<file path="src/design/wb_video_pkg.sv">
package wb_video_pkg;

    // ##################################################
    // Pixel and gain formats
    // ##################################################
    localparam int PIX_W     = 8;
    localparam int GAIN_W    = 16;
    localparam int GAIN_FRAC = 8;                                    // Q8.8 fraction bits

    localparam logic [GAIN_W-1:0] GAIN_UNITY = GAIN_W'(1 << GAIN_FRAC);

    // Width that holds one channel summed over a whole frame
    function automatic int sum_width(input int pix_cnt);
        return $clog2(pix_cnt) + PIX_W;
    endfunction

    // ##################################################
    // Wishbone register map
    // ##################################################
    localparam int WB_ADR_W = 3;
    localparam int WB_DAT_W = 32;

    localparam logic [WB_ADR_W-1:0] REG_CTRL   = 3'd0;               // Bit 0 enable, bit 1 update
    localparam logic [WB_ADR_W-1:0] REG_AVG_R  = 3'd1;
    localparam logic [WB_ADR_W-1:0] REG_AVG_G  = 3'd2;
    localparam logic [WB_ADR_W-1:0] REG_AVG_B  = 3'd3;
    localparam logic [WB_ADR_W-1:0] REG_FRAMES = 3'd4;

endpackage : wb_video_pkg

</file>
<file path="src/design/wb_ctrl_regs.sv">
`timescale 1ns/10ps

module wb_ctrl_regs (
    input  logic                              clk,
    input  logic                              rstn,
    input  logic                              i_wb_cyc,
    input  logic                              i_wb_stb,
    input  logic                              i_wb_we,
    input  logic [wb_video_pkg::WB_ADR_W-1:0] i_wb_adr,
    input  logic [wb_video_pkg::WB_DAT_W-1:0] i_wb_dat,
    input  logic [wb_video_pkg::PIX_W-1:0]    i_avg_r,
    input  logic [wb_video_pkg::PIX_W-1:0]    i_avg_g,
    input  logic [wb_video_pkg::PIX_W-1:0]    i_avg_b,
    input  logic                              i_gains_done,
    output logic [wb_video_pkg::WB_DAT_W-1:0] o_wb_dat,
    output logic                              o_wb_ack,
    output logic                              o_enable,
    output logic                              o_update
);
    import wb_video_pkg::*;

    logic                wb_req;
    logic [WB_DAT_W-1:0] frame_cnt;
    logic [WB_DAT_W-1:0] rd_data;

    // A held request is served once, the ack cycle blocks a second ack
    assign wb_req = i_wb_cyc & i_wb_stb & ~o_wb_ack;

    always_comb begin
        case (i_wb_adr)
            REG_CTRL:   rd_data = {{(WB_DAT_W-2){1'b0}}, o_update, o_enable};
            REG_AVG_R:  rd_data = WB_DAT_W'(i_avg_r);
            REG_AVG_G:  rd_data = WB_DAT_W'(i_avg_g);
            REG_AVG_B:  rd_data = WB_DAT_W'(i_avg_b);
            REG_FRAMES: rd_data = frame_cnt;
            default:    rd_data = '0;                                // Unmapped reads give zero
        endcase
    end

    always_ff @(posedge clk or negedge rstn) begin
        if (!rstn) begin
            o_wb_ack  <= 1'b0;
            o_enable  <= 1'b0;
            o_update  <= 1'b0;
            frame_cnt <= '0;
        end else begin
            o_wb_ack <= wb_req;
            if (wb_req && i_wb_we && i_wb_adr == REG_CTRL) begin
                o_enable <= i_wb_dat[0];
                o_update <= i_wb_dat[1];
            end
            if (i_gains_done) begin
                frame_cnt <= frame_cnt + 1'b1;                       // One per completed solve
            end
        end
    end

    always_ff @(posedge clk) begin
        if (wb_req) begin
            o_wb_dat <= rd_data;                                     // Valid in the ack cycle
        end
    end

endmodule : wb_ctrl_regs

</file>
<file path="src/design/frame_stats.sv">
`timescale 1ns/10ps

module frame_stats #(
    parameter  int H_ACT = 16,
    parameter  int V_ACT = 4,
    localparam int SUM_W = wb_video_pkg::sum_width(H_ACT * V_ACT)
) (
    input  logic                           clk,
    input  logic                           rstn,
    input  logic                           i_vsync,
    input  logic                           i_de,
    input  logic [wb_video_pkg::PIX_W-1:0] i_r,
    input  logic [wb_video_pkg::PIX_W-1:0] i_g,
    input  logic [wb_video_pkg::PIX_W-1:0] i_b,
    input  logic                           i_update,
    output logic [SUM_W-1:0]               o_sum_r,
    output logic [SUM_W-1:0]               o_sum_g,
    output logic [SUM_W-1:0]               o_sum_b,
    output logic                           o_sums_valid
);
    import wb_video_pkg::*;

    logic             vsync_q;
    logic             vsync_rise;
    logic [SUM_W-1:0] acc_r;
    logic [SUM_W-1:0] acc_g;
    logic [SUM_W-1:0] acc_b;

    assign vsync_rise = i_vsync & ~vsync_q;

    always_ff @(posedge clk or negedge rstn) begin
        if (!rstn) begin
            vsync_q      <= 1'b0;
            acc_r        <= '0;
            acc_g        <= '0;
            acc_b        <= '0;
            o_sums_valid <= 1'b0;
        end else begin
            vsync_q      <= i_vsync;
            o_sums_valid <= vsync_rise & i_update;
            if (vsync_rise) begin
                acc_r <= '0;                                         // New frame starts here
                acc_g <= '0;
                acc_b <= '0;
            end else if (i_de) begin
                acc_r <= acc_r + SUM_W'(i_r);
                acc_g <= acc_g + SUM_W'(i_g);
                acc_b <= acc_b + SUM_W'(i_b);
            end
        end
    end

    always_ff @(posedge clk) begin
        if (vsync_rise && i_update) begin
            o_sum_r <= acc_r;
            o_sum_g <= acc_g;
            o_sum_b <= acc_b;
        end
    end

endmodule : frame_stats

</file>
<file path="src/design/gain_solver.sv">
`timescale 1ns/10ps

module gain_solver #(
    parameter  int H_ACT = 16,
    parameter  int V_ACT = 4,
    localparam int SUM_W = wb_video_pkg::sum_width(H_ACT * V_ACT)
) (
    input  logic                            clk,
    input  logic                            rstn,
    input  logic [SUM_W-1:0]                i_sum_r,
    input  logic [SUM_W-1:0]                i_sum_g,
    input  logic [SUM_W-1:0]                i_sum_b,
    input  logic                            i_sums_valid,
    output logic [wb_video_pkg::PIX_W-1:0]  o_avg_r,
    output logic [wb_video_pkg::PIX_W-1:0]  o_avg_g,
    output logic [wb_video_pkg::PIX_W-1:0]  o_avg_b,
    output logic [wb_video_pkg::GAIN_W-1:0] o_gain_r,
    output logic [wb_video_pkg::GAIN_W-1:0] o_gain_g,
    output logic [wb_video_pkg::GAIN_W-1:0] o_gain_b,
    output logic                            o_gains_done
);
    import wb_video_pkg::*;

    localparam int PIX_CNT = H_ACT * V_ACT;
    localparam int DIV_W   = (SUM_W > GAIN_W) ? SUM_W : GAIN_W;
    localparam int CNT_W   = $clog2(DIV_W + 1);

    localparam logic [1:0] S_IDLE  = 2'd0;
    localparam logic [1:0] S_LOAD  = 2'd1;
    localparam logic [1:0] S_RUN   = 2'd2;
    localparam logic [1:0] S_STORE = 2'd3;

    logic [1:0]        state;
    logic [2:0]        step;                                         // Division index 0 to 6
    logic [CNT_W-1:0]  bit_cnt;
    logic [SUM_W-1:0]  sum_r_q;
    logic [SUM_W-1:0]  sum_g_q;
    logic [SUM_W-1:0]  sum_b_q;
    logic [PIX_W-1:0]  gray;
    logic [GAIN_W-1:0] new_gain_r;
    logic [GAIN_W-1:0] new_gain_g;
    logic [GAIN_W-1:0] new_gain_b;
    logic [DIV_W:0]    rem;
    logic [DIV_W:0]    rem_shift;
    logic [DIV_W-1:0]  quo;
    logic [DIV_W-1:0]  den;
    logic [DIV_W-1:0]  dividend;
    logic [DIV_W-1:0]  divisor;
    logic [PIX_W-1:0]  gain_avg;
    logic [GAIN_W-1:0] gain_q;

    // ##################################################
    // Operand select for the shared divider
    // ##################################################
    always_comb begin
        case (step)
            3'd4:    gain_avg = o_avg_r;
            3'd5:    gain_avg = o_avg_g;
            default: gain_avg = o_avg_b;
        endcase
    end

    always_comb begin
        dividend = DIV_W'({gray, {GAIN_FRAC{1'b0}}});                // Gray mean in Q8.8
        divisor  = DIV_W'(gain_avg);
        case (step)
            3'd0: begin
                dividend = DIV_W'(sum_r_q);
                divisor  = DIV_W'(PIX_CNT);
            end
            3'd1: begin
                dividend = DIV_W'(sum_g_q);
                divisor  = DIV_W'(PIX_CNT);
            end
            3'd2: begin
                dividend = DIV_W'(sum_b_q);
                divisor  = DIV_W'(PIX_CNT);
            end
            3'd3: begin
                dividend = DIV_W'(o_avg_r) + DIV_W'(o_avg_g) + DIV_W'(o_avg_b);
                divisor  = DIV_W'(3);
            end
            default: ;
        endcase
    end

    assign rem_shift = {rem[DIV_W-1:0], quo[DIV_W-1]};

    always_comb begin
        if (gain_avg == '0) begin
            gain_q = GAIN_UNITY;                                     // Dark channel keeps unity gain
        end else begin
            gain_q = quo[GAIN_W-1:0];
        end
    end

    // ##################################################
    // Sequencer
    // ##################################################
    always_ff @(posedge clk or negedge rstn) begin
        if (!rstn) begin
            state        <= S_IDLE;
            step         <= '0;
            bit_cnt      <= '0;
            o_avg_r      <= '0;
            o_avg_g      <= '0;
            o_avg_b      <= '0;
            o_gain_r     <= GAIN_UNITY;
            o_gain_g     <= GAIN_UNITY;
            o_gain_b     <= GAIN_UNITY;
            o_gains_done <= 1'b0;
        end else begin
            o_gains_done <= 1'b0;
            if (o_gains_done) begin
                o_gain_r <= new_gain_r;                              // All three switch together
                o_gain_g <= new_gain_g;
                o_gain_b <= new_gain_b;
            end
            case (state)
                S_IDLE: begin
                    if (i_sums_valid) begin
                        step  <= '0;
                        state <= S_LOAD;
                    end
                end
                S_LOAD: begin
                    bit_cnt <= CNT_W'(DIV_W);
                    state   <= S_RUN;
                end
                S_RUN: begin
                    bit_cnt <= bit_cnt - 1'b1;
                    if (bit_cnt == CNT_W'(1)) begin
                        state <= S_STORE;
                    end
                end
                default: begin
                    case (step)
                        3'd0:    o_avg_r <= quo[PIX_W-1:0];
                        3'd1:    o_avg_g <= quo[PIX_W-1:0];
                        3'd2:    o_avg_b <= quo[PIX_W-1:0];
                        default: ;
                    endcase
                    if (step == 3'd6) begin
                        state        <= S_IDLE;
                        o_gains_done <= 1'b1;
                    end else begin
                        step  <= step + 1'b1;
                        state <= S_LOAD;
                    end
                end
            endcase
        end
    end

    // Restoring divider that yields one quotient bit per cycle
    always_ff @(posedge clk) begin
        if (state == S_IDLE && i_sums_valid) begin
            sum_r_q <= i_sum_r;
            sum_g_q <= i_sum_g;
            sum_b_q <= i_sum_b;
        end
        if (state == S_LOAD) begin
            rem <= '0;
            quo <= dividend;
            den <= divisor;
        end else if (state == S_RUN) begin
            if (rem_shift >= {1'b0, den}) begin
                rem <= rem_shift - {1'b0, den};
                quo <= {quo[DIV_W-2:0], 1'b1};
            end else begin
                rem <= rem_shift;
                quo <= {quo[DIV_W-2:0], 1'b0};
            end
        end
        if (state == S_STORE) begin
            case (step)
                3'd3:    gray <= quo[PIX_W-1:0];
                3'd4:    new_gain_r <= gain_q;
                3'd5:    new_gain_g <= gain_q;
                3'd6:    new_gain_b <= gain_q;
                default: ;
            endcase
        end
    end

endmodule : gain_solver

</file>
<file path="src/design/pixel_gain.sv">
`timescale 1ns/10ps

module pixel_gain (
    input  logic                            clk,
    input  logic                            rstn,
    input  logic                            i_hsync,
    input  logic                            i_vsync,
    input  logic                            i_de,
    input  logic [wb_video_pkg::PIX_W-1:0]  i_r,
    input  logic [wb_video_pkg::PIX_W-1:0]  i_g,
    input  logic [wb_video_pkg::PIX_W-1:0]  i_b,
    input  logic [wb_video_pkg::GAIN_W-1:0] i_gain_r,
    input  logic [wb_video_pkg::GAIN_W-1:0] i_gain_g,
    input  logic [wb_video_pkg::GAIN_W-1:0] i_gain_b,
    input  logic                            i_enable,
    output logic                            o_hsync,
    output logic                            o_vsync,
    output logic                            o_de,
    output logic [wb_video_pkg::PIX_W-1:0]  o_r,
    output logic [wb_video_pkg::PIX_W-1:0]  o_g,
    output logic [wb_video_pkg::PIX_W-1:0]  o_b
);
    import wb_video_pkg::*;

    localparam int PROD_W = PIX_W + GAIN_W;

    logic [2:0][2:0]   ctl_sr;                                       // {hsync, vsync, de} per stage
    logic [PIX_W-1:0]  s1_r, s1_g, s1_b;
    logic [PIX_W-1:0]  s2_r, s2_g, s2_b;                             // Original pixel beside products
    logic [PROD_W-1:0] prod_r, prod_g, prod_b;

    function automatic logic [PIX_W-1:0] saturate(input logic [PROD_W-1:0] prod);
        logic [PROD_W-1:0] scaled;
        scaled = prod >> GAIN_FRAC;
        if (scaled[PROD_W-1:PIX_W] != '0) begin
            return '1;
        end
        return scaled[PIX_W-1:0];
    endfunction

    always_ff @(posedge clk or negedge rstn) begin
        if (!rstn) begin
            ctl_sr <= '0;
        end else begin
            ctl_sr <= {ctl_sr[1:0], {i_hsync, i_vsync, i_de}};
        end
    end

    assign {o_hsync, o_vsync, o_de} = ctl_sr[2];

    always_ff @(posedge clk) begin
        s1_r   <= i_r;                                               // Stage 1
        s1_g   <= i_g;
        s1_b   <= i_b;
        s2_r   <= s1_r;                                              // Stage 2
        s2_g   <= s1_g;
        s2_b   <= s1_b;
        prod_r <= s1_r * i_gain_r;
        prod_g <= s1_g * i_gain_g;
        prod_b <= s1_b * i_gain_b;
        o_r    <= i_enable ? saturate(prod_r) : s2_r;                // Stage 3
        o_g    <= i_enable ? saturate(prod_g) : s2_g;
        o_b    <= i_enable ? saturate(prod_b) : s2_b;
    end

endmodule : pixel_gain

</file>
<file path="src/design/white_balance_top.sv">
`timescale 1ns/10ps

module white_balance_top #(
    parameter  int H_ACT = 16,
    parameter  int V_ACT = 4,
    localparam int SUM_W = wb_video_pkg::sum_width(H_ACT * V_ACT)
) (
    input  logic                              clk,
    input  logic                              rstn,
    input  logic                              i_hsync,
    input  logic                              i_vsync,
    input  logic                              i_de,
    input  logic [wb_video_pkg::PIX_W-1:0]    i_r,
    input  logic [wb_video_pkg::PIX_W-1:0]    i_g,
    input  logic [wb_video_pkg::PIX_W-1:0]    i_b,
    input  logic                              i_wb_cyc,
    input  logic                              i_wb_stb,
    input  logic                              i_wb_we,
    input  logic [wb_video_pkg::WB_ADR_W-1:0] i_wb_adr,
    input  logic [wb_video_pkg::WB_DAT_W-1:0] i_wb_dat,
    output logic                              o_hsync,
    output logic                              o_vsync,
    output logic                              o_de,
    output logic [wb_video_pkg::PIX_W-1:0]    o_r,
    output logic [wb_video_pkg::PIX_W-1:0]    o_g,
    output logic [wb_video_pkg::PIX_W-1:0]    o_b,
    output logic [wb_video_pkg::WB_DAT_W-1:0] o_wb_dat,
    output logic                              o_wb_ack
);
    import wb_video_pkg::*;

    logic              enable;
    logic              update;
    logic [SUM_W-1:0]  sum_r, sum_g, sum_b;
    logic              sums_valid;
    logic [PIX_W-1:0]  avg_r, avg_g, avg_b;
    logic [GAIN_W-1:0] gain_r, gain_g, gain_b;
    logic              gains_done;

    wb_ctrl_regs u_wb_ctrl_regs (
        .clk(clk), .rstn(rstn),
        .i_wb_cyc(i_wb_cyc), .i_wb_stb(i_wb_stb), .i_wb_we(i_wb_we),
        .i_wb_adr(i_wb_adr), .i_wb_dat(i_wb_dat),
        .i_avg_r(avg_r), .i_avg_g(avg_g), .i_avg_b(avg_b),
        .i_gains_done(gains_done),
        .o_wb_dat(o_wb_dat), .o_wb_ack(o_wb_ack),
        .o_enable(enable), .o_update(update)
    );

    frame_stats #(.H_ACT(H_ACT), .V_ACT(V_ACT)) u_frame_stats (
        .clk(clk), .rstn(rstn),
        .i_vsync(i_vsync), .i_de(i_de), .i_r(i_r), .i_g(i_g), .i_b(i_b),
        .i_update(update),
        .o_sum_r(sum_r), .o_sum_g(sum_g), .o_sum_b(sum_b),
        .o_sums_valid(sums_valid)
    );

    gain_solver #(.H_ACT(H_ACT), .V_ACT(V_ACT)) u_gain_solver (
        .clk(clk), .rstn(rstn),
        .i_sum_r(sum_r), .i_sum_g(sum_g), .i_sum_b(sum_b),
        .i_sums_valid(sums_valid),
        .o_avg_r(avg_r), .o_avg_g(avg_g), .o_avg_b(avg_b),
        .o_gain_r(gain_r), .o_gain_g(gain_g), .o_gain_b(gain_b),
        .o_gains_done(gains_done)
    );

    pixel_gain u_pixel_gain (
        .clk(clk), .rstn(rstn),
        .i_hsync(i_hsync), .i_vsync(i_vsync), .i_de(i_de),
        .i_r(i_r), .i_g(i_g), .i_b(i_b),
        .i_gain_r(gain_r), .i_gain_g(gain_g), .i_gain_b(gain_b),
        .i_enable(enable),
        .o_hsync(o_hsync), .o_vsync(o_vsync), .o_de(o_de),
        .o_r(o_r), .o_g(o_g), .o_b(o_b)
    );

endmodule : white_balance_top

</file>
<file path="config.mk">
export PLATFORM = sky130hd
export DESIGN_NAME = white_balance_top
export DESIGN_NICKNAME = d
export VERILOG_FILES = /design/src/design/wb_video_pkg.sv /design/src/design/wb_ctrl_regs.sv /design/src/design/frame_stats.sv /design/src/design/gain_solver.sv /design/src/design/pixel_gain.sv /design/src/design/white_balance_top.sv
export SDC_FILE = /design/constraint.sdc
export NUM_CORES = 1
export LEC_CHECK = 0
export BUFFER_PORTS_ARGS = -buffer_cell sky130_fd_sc_hd__buf_4
export CELL_PAD_IN_SITES_DETAIL_PLACEMENT = 2
export CELL_PAD_IN_SITES_GLOBAL_PLACEMENT = 2
export CORE_ASPECT_RATIO = 1.5
export CORE_MARGIN = 3
export CORE_UTILIZATION = 45
export DETAILED_ROUTE_END_ITERATION = 10
export PLACE_DENSITY_LB_ADDON = 0.1
export SLEW_MARGIN = 10
export SYNTH_ARGS = -nofsm -noshare
export SYNTH_HDL_FRONTEND = slang
export SYNTH_SLANG_ARGS = --single-unit
</file>
<file path="constraint.sdc">
create_clock -name clk -period 8.3 [get_ports clk]
set_clock_uncertainty 0.1 [all_clocks]
set_input_delay 0.83 -clock clk [delete_from_list [all_inputs] [get_ports clk]]
set_output_delay 0.83 -clock clk [all_outputs]
set_load 0.01 [all_outputs]
</file>
* Word level (Yosys, flattened, before mapping) *
Index checks and enable logic that the tools add are counted.

storage, ports and cells
  memory bits (read-only) = 0
  output and inout port bits = 60
  bits in writable memories = 0
  memories = 0
  register bits = 535
  bits in latches = 0

cells by class
  reductions and logical operators = 25
  $add $sub $neg = 9
  magnitude comparators = 1
  div/mod/pow operators = 0
  multipliers = 3
  bitwise logic cells = 8
  eq/ne operators = 17
  multiplexer cells = 37
  shift-type cells = 0

operator list
  cell                   count
  $pmux 32 s5            1
  $mux 14                6
  $mul 8x16->24          3
  $mux 8                 9
  $mux 16                4
  $pmux 16 s4            1
  $reduce_bool 16->1     3
  $add 14x8->14          3
  $add 32x1->32 const B  1
  $pmux 8 s2             2
  $ge 17x16->1           1
  $add 16x8->16          1
  $reduce_and 2->1       8
  $sub 16x16->16         1
  $eq 3x2->1 const B     4
  $eq 3x3->1 const B     4
  $pmux 5 s2             1
  $add 8x8->9            1
  $logic_not 8->1        1
  $mux 1                 7
  $eq 3x1->1 const B     2
  $logic_not 3->1        2
  $mux 3                 2
  $pmux 2 s3             1
  17 further kinds       31

* Longest topological paths before layout *
  depth in word-level cells = 4
  depth in mapped cells = 19

* Cells and area by module *
Synthesis repeated with hierarchy kept, for this count alone.

second synthesis, totals
  cell total of the unflattened synthesis = 2839
  area, all modules = 31357.6 um^2

modules (own cells, without submodules)
  module        instances  area an instance (um^2)  cells each  sequential area each (um^2)
  pixel_gain    1          14515.2                  1504        2627.5
  gain_solver   1          9589.2                   715         6064.6
  frame_stats   1          4264.1                   381         2362.3
  wb_ctrl_regs  1          2989.1                   239         1836.8

* Worst setup path after synthesis *
No wires, ideal clock.

  kind = register -> register
  start point = register u_pixel_gain.s1_r[7]
  end point = register u_pixel_gain.prod_r[21]
  period minus slack after synthesis = 5.094 ns
  path slack = 3.206 ns
  arrival time = 4.867 ns
  stages on the path, launching flop included = 17
  required time = 8.073 ns
  cell sequence = dfxtp_1 > clkbuf_1 > nand2_1 > fa_1 > fa_1 > inv_1 > fa_1 > fa_1 > ha_1 > a2111o_1 > a31oi_1 > nor3_1 > a22o_1 > o41a_1 > a21oi_1 > o221ai_1 > xor2_1

between the ends
  word-level cells in the longest chain between the ends = 1

ends and longest elaborated chain
  item                      line              RTL
  start: declaration        pixel_gain.sv:28  logic [PIX_W-1:0] s1_r, s1_g, s1_b;
  start signal: assignment  pixel_gain.sv:52  s1_r <= i_r;
  $mul 8x16->24             pixel_gain.sv:58  prod_r <= s1_r * i_gain_r;
  end signal: assignment    pixel_gain.sv:58
  end: declaration          pixel_gain.sv:30  logic [PROD_W-1:0] prod_r, prod_g, prod_b;

Every way passes these cells.
A chain may end at the register's enable or synchronous reset.

* Worst setup path in the final report *
Same ends and word-level chain as after synthesis.

==> run summary <==
status = completed
Final ANT Viol Nets = 0
Final period util = 71.40%
vias in the first global route = 24490
final setup fails = 0
CTS tree = built
CP startpoint kind = register
RePlAce Congestion = 0.8508
minimum hold slack = 179.4 ps
Final Hold Vio Count = 0
CP Capture Type = register
Slew headroom = 23.57%
TritonCTS buffer count = 50
initial core utilization = 45.66%
sequential element share of the synthesized area = 42.02%
Global Route Usage Sum = 25.50%
Port Buffer Count = 96
Slew @ Worst Pin = 1142 ps
die width = 219.0 µm
drt drc = 0
largest net degree at the start of global routing = 95
RSZ-0062 raised after global routing = false
# clock sinks = 502
share of cells above drive strength 1 = 9.731%
I/O pin cnt = 127
Synth Instances = 2744
Worst setup startpoint = u_pixel_gain.s1_r[7]
initial antenna violation count = 4
# rows = 116
RR Startpoint = u_pixel_gain.s1_r[7]
via/cell ratio = 5.471
Die Y = 325.5 µm
ys async rst share = 33.86%
die area = 71270 µm²
core footprint = 67050 µm²
Clock transition at path regs = 70 ps
post-CTS sizing = 0
Post-synth EDFFs = 196
first-pass GRT wire length = 141.6 mm
Setup Crit Path Kind = register to register
Hold WC Path Type = primary input to asynchronous set/reset pin
Via Count = 20530
Power Total = 14840 µW
post-layout net count = 3331
crit-path max FO = 17
Synthesized Nets = 3250
Synth Flop Type = edfxtp_1
H-tree depth = 2
Critical Path AT = 6320 ps
CTS root buf = clkbuf_16
post-layout minimum cycle time = 5926 ps
Peak VDD IR = 0.2393 mV
Synth warnings = 0
Cell Pwr Density = 435.7 nW/µm²
Post-CTS Hold Fix Bufs = 0
Netlist cell types = 69
Setup TNS = 0 ps
Post-Synthesis Cell Area = 30620 µm²
Routed WL = 88.69 mm
Mapped Avg Cell Area = 11.16 µm²
1st-pass router iterations = 5
detailed placer's ending HPWL = 65.43 mm
Area Overhead vs Synth = 11.20%
worst-skew pair later-pin latency = 630 ps
drt first-iter violations = 915
Post-CTS Repair Setup Buffers = 0
Avg WL per Cell = 23.63 µm
Leak = 0.01540 µW
Crit path required time = 8690 ps
fmax = 168.8 MHz
clock buffer depth = 3
flops & latches, synth = 502
grt total ovfl = 0
Slew Viols, Final = 0
Max-Cap Viols = 0
[report_power, final]
group / total, µW / internal, µW / switching [µW]
Clock: 2490 / 1440 / 1050
Sequential: 3990 / 3310 / 677
Combinational: 8360 / 3450 / 4910
[worst paths after layout]
kind                       slack (ps)                      end  cells after the start
max                              2370  u_pixel_gain.prod_r[21]                     15
min                               180   u_pixel_gain.ctl_sr[1]                      1
max reg2reg                      2370  u_pixel_gain.prod_r[21]                     15
min reg2reg                       260        u_pixel_gain.o_de                      0
max in group asynchronous        6210   u_frame_stats.acc_b[9]                      2
min in group clk                  210   u_pixel_gain.ctl_sr[2]                      1
[critical path, cell delays in order, from the launching register on]
cell,delay (ps)
dfxtp_1,820
nand2_1,170
fa_1,550
fa_1,560
inv_1,60
fa_1,540
fa_1,510
ha_1,320
a2111o_1,430
a31oi_1,280
nor3_1,180
a22o_1,260
o41a_1,360
a21oi_1,300
o221ai_1,190
xor2_1,160
[kinds of logic after synthesis]
logic type,Yosys count,share of synthesized area (%)
and+or+nand+nor,823,14.12
DFF,502,42.02
adders and majority gates,439,24.19
buffers and inverters,407,4.994
AOI/OAI and AO/OA,344,7.446
xor gates and xnor gates,132,3.776
muxes,97,3.449
[registers in the layout, indices dropped and copies added, names as in the netlist, 14 cells and up]
register	count
u_gain_solver.new_gain_r	16
u_frame_stats.acc_r	14
u_gain_solver.new_gain_g	16
u_gain_solver.sum_g_q	14
u_gain_solver.sum_r_q	14
u_pixel_gain.prod_b	16
u_wb_ctrl_regs.o_wb_dat	32
u_wb_ctrl_regs.frame_cnt	32
u_gain_solver.new_gain_b	16
u_frame_stats.o_sum_g	14
u_frame_stats.acc_g	14
u_frame_stats.o_sum_b	14
u_pixel_gain.prod_g	16
u_gain_solver.quo	16
u_gain_solver.sum_b_q	14
u_gain_solver.o_gain_r	16
u_gain_solver.o_gain_g	16
u_gain_solver.rem	16
u_pixel_gain.prod_r	16
u_gain_solver.o_gain_b	16
u_frame_stats.acc_b	14
u_frame_stats.o_sum_r	14
[cells in the mapped netlist (31+ instances only)]
| library cell | n | area share [%] |
|---|---|---|
| o21ai_0 | 70 | 1.1 |
| a21oi_1 | 79 | 1.3 |
| xor2_1 | 37 | 1.1 |
| and2_1 | 317 | 6.5 |
| ha_1 | 184 | 7.5 |
| mux2_2 | 68 | 2.5 |
| nand3_1 | 31 | 0.51 |
| dfxtp_1 | 136 | 8.9 |
| inv_1 | 328 | 4.0 |
| nand2_1 | 196 | 2.4 |
| clkbuf_1 | 73 | 0.89 |
| edfxtp_1 | 196 | 19 |
| nor2_1 | 138 | 1.7 |
| xnor2_1 | 95 | 2.7 |
| fa_1 | 255 | 17 |
| dfrtp_1 | 167 | 14 |
[area by class of cell]
type / instances / area (µm²)
Antenna cell: 1 / 2.502
Timing Repair Buffer: 107 / 807.0
Sequential cell: 502 / 12870
Clock buffer: 58 / 1323
Multi-Input combinational cell: 1835 / 16250
Tap cell: 885 / 1107
Clock inverter: 36 / 456.7
Fill cell: 6723 / 33010
Inverter: 329 / 1235
[cells in the final DEF, fill, tap and decap left out, types with 10 or more instances in the layout]
cell type	instances
nor2_1	137
ha_1	184
nand3_1	31
xor2_1	37
dfxtp_1	136
o21a_1	10
xnor2_1	95
o22a_1	25
a21o_1	27
clkbuf_16	51
nand2_1	196
o22ai_1	11
fa_1	255
a31oi_1	11
edfxtp_1	196
o21ai_0	70
a22oi_1	10
mux2_2	68
and2_1	315
nor2b_1	29
mux2i_1	29
a21oi_1	78
dfrtp_1	166
nand4_1	19
inv_1	328
nor3_1	30
o21ai_1	14
buf_4	106
a211oi_1	20
and3_1	10
o21bai_1	10
[through the flow]
| step | setup slack, ps | utilization, % | std cells | instance area (µm²) |
|---|---|---|---|---|
| 3_3_place_gp | 2568 | 48.11 | 3658 | 32260 |
| 4_1_cts | 2313 | 50.77 | 3752 | 34040 |
| 6_report | 2374 | 50.77 | 3753 | 34050 |
| 3_5_place_dp | 2345 | 48.11 | 3658 | 32260 |
| 5_1_grt | 2080 | 50.77 | 3752 | 34040 |
| 2_1_floorplan | 3206 | - | 2744 | 30620 |
[layer usage]
layer	track usage, %	vias to the layer above	part of all wire, %
met5	0	-	0
met4	8.656	0	3.5
met3	2.542	127	2.4
met2	49.16	317	56
met1	28.89	10800	38
li1	-	9286	-
(Power assumes the default switching activity.)
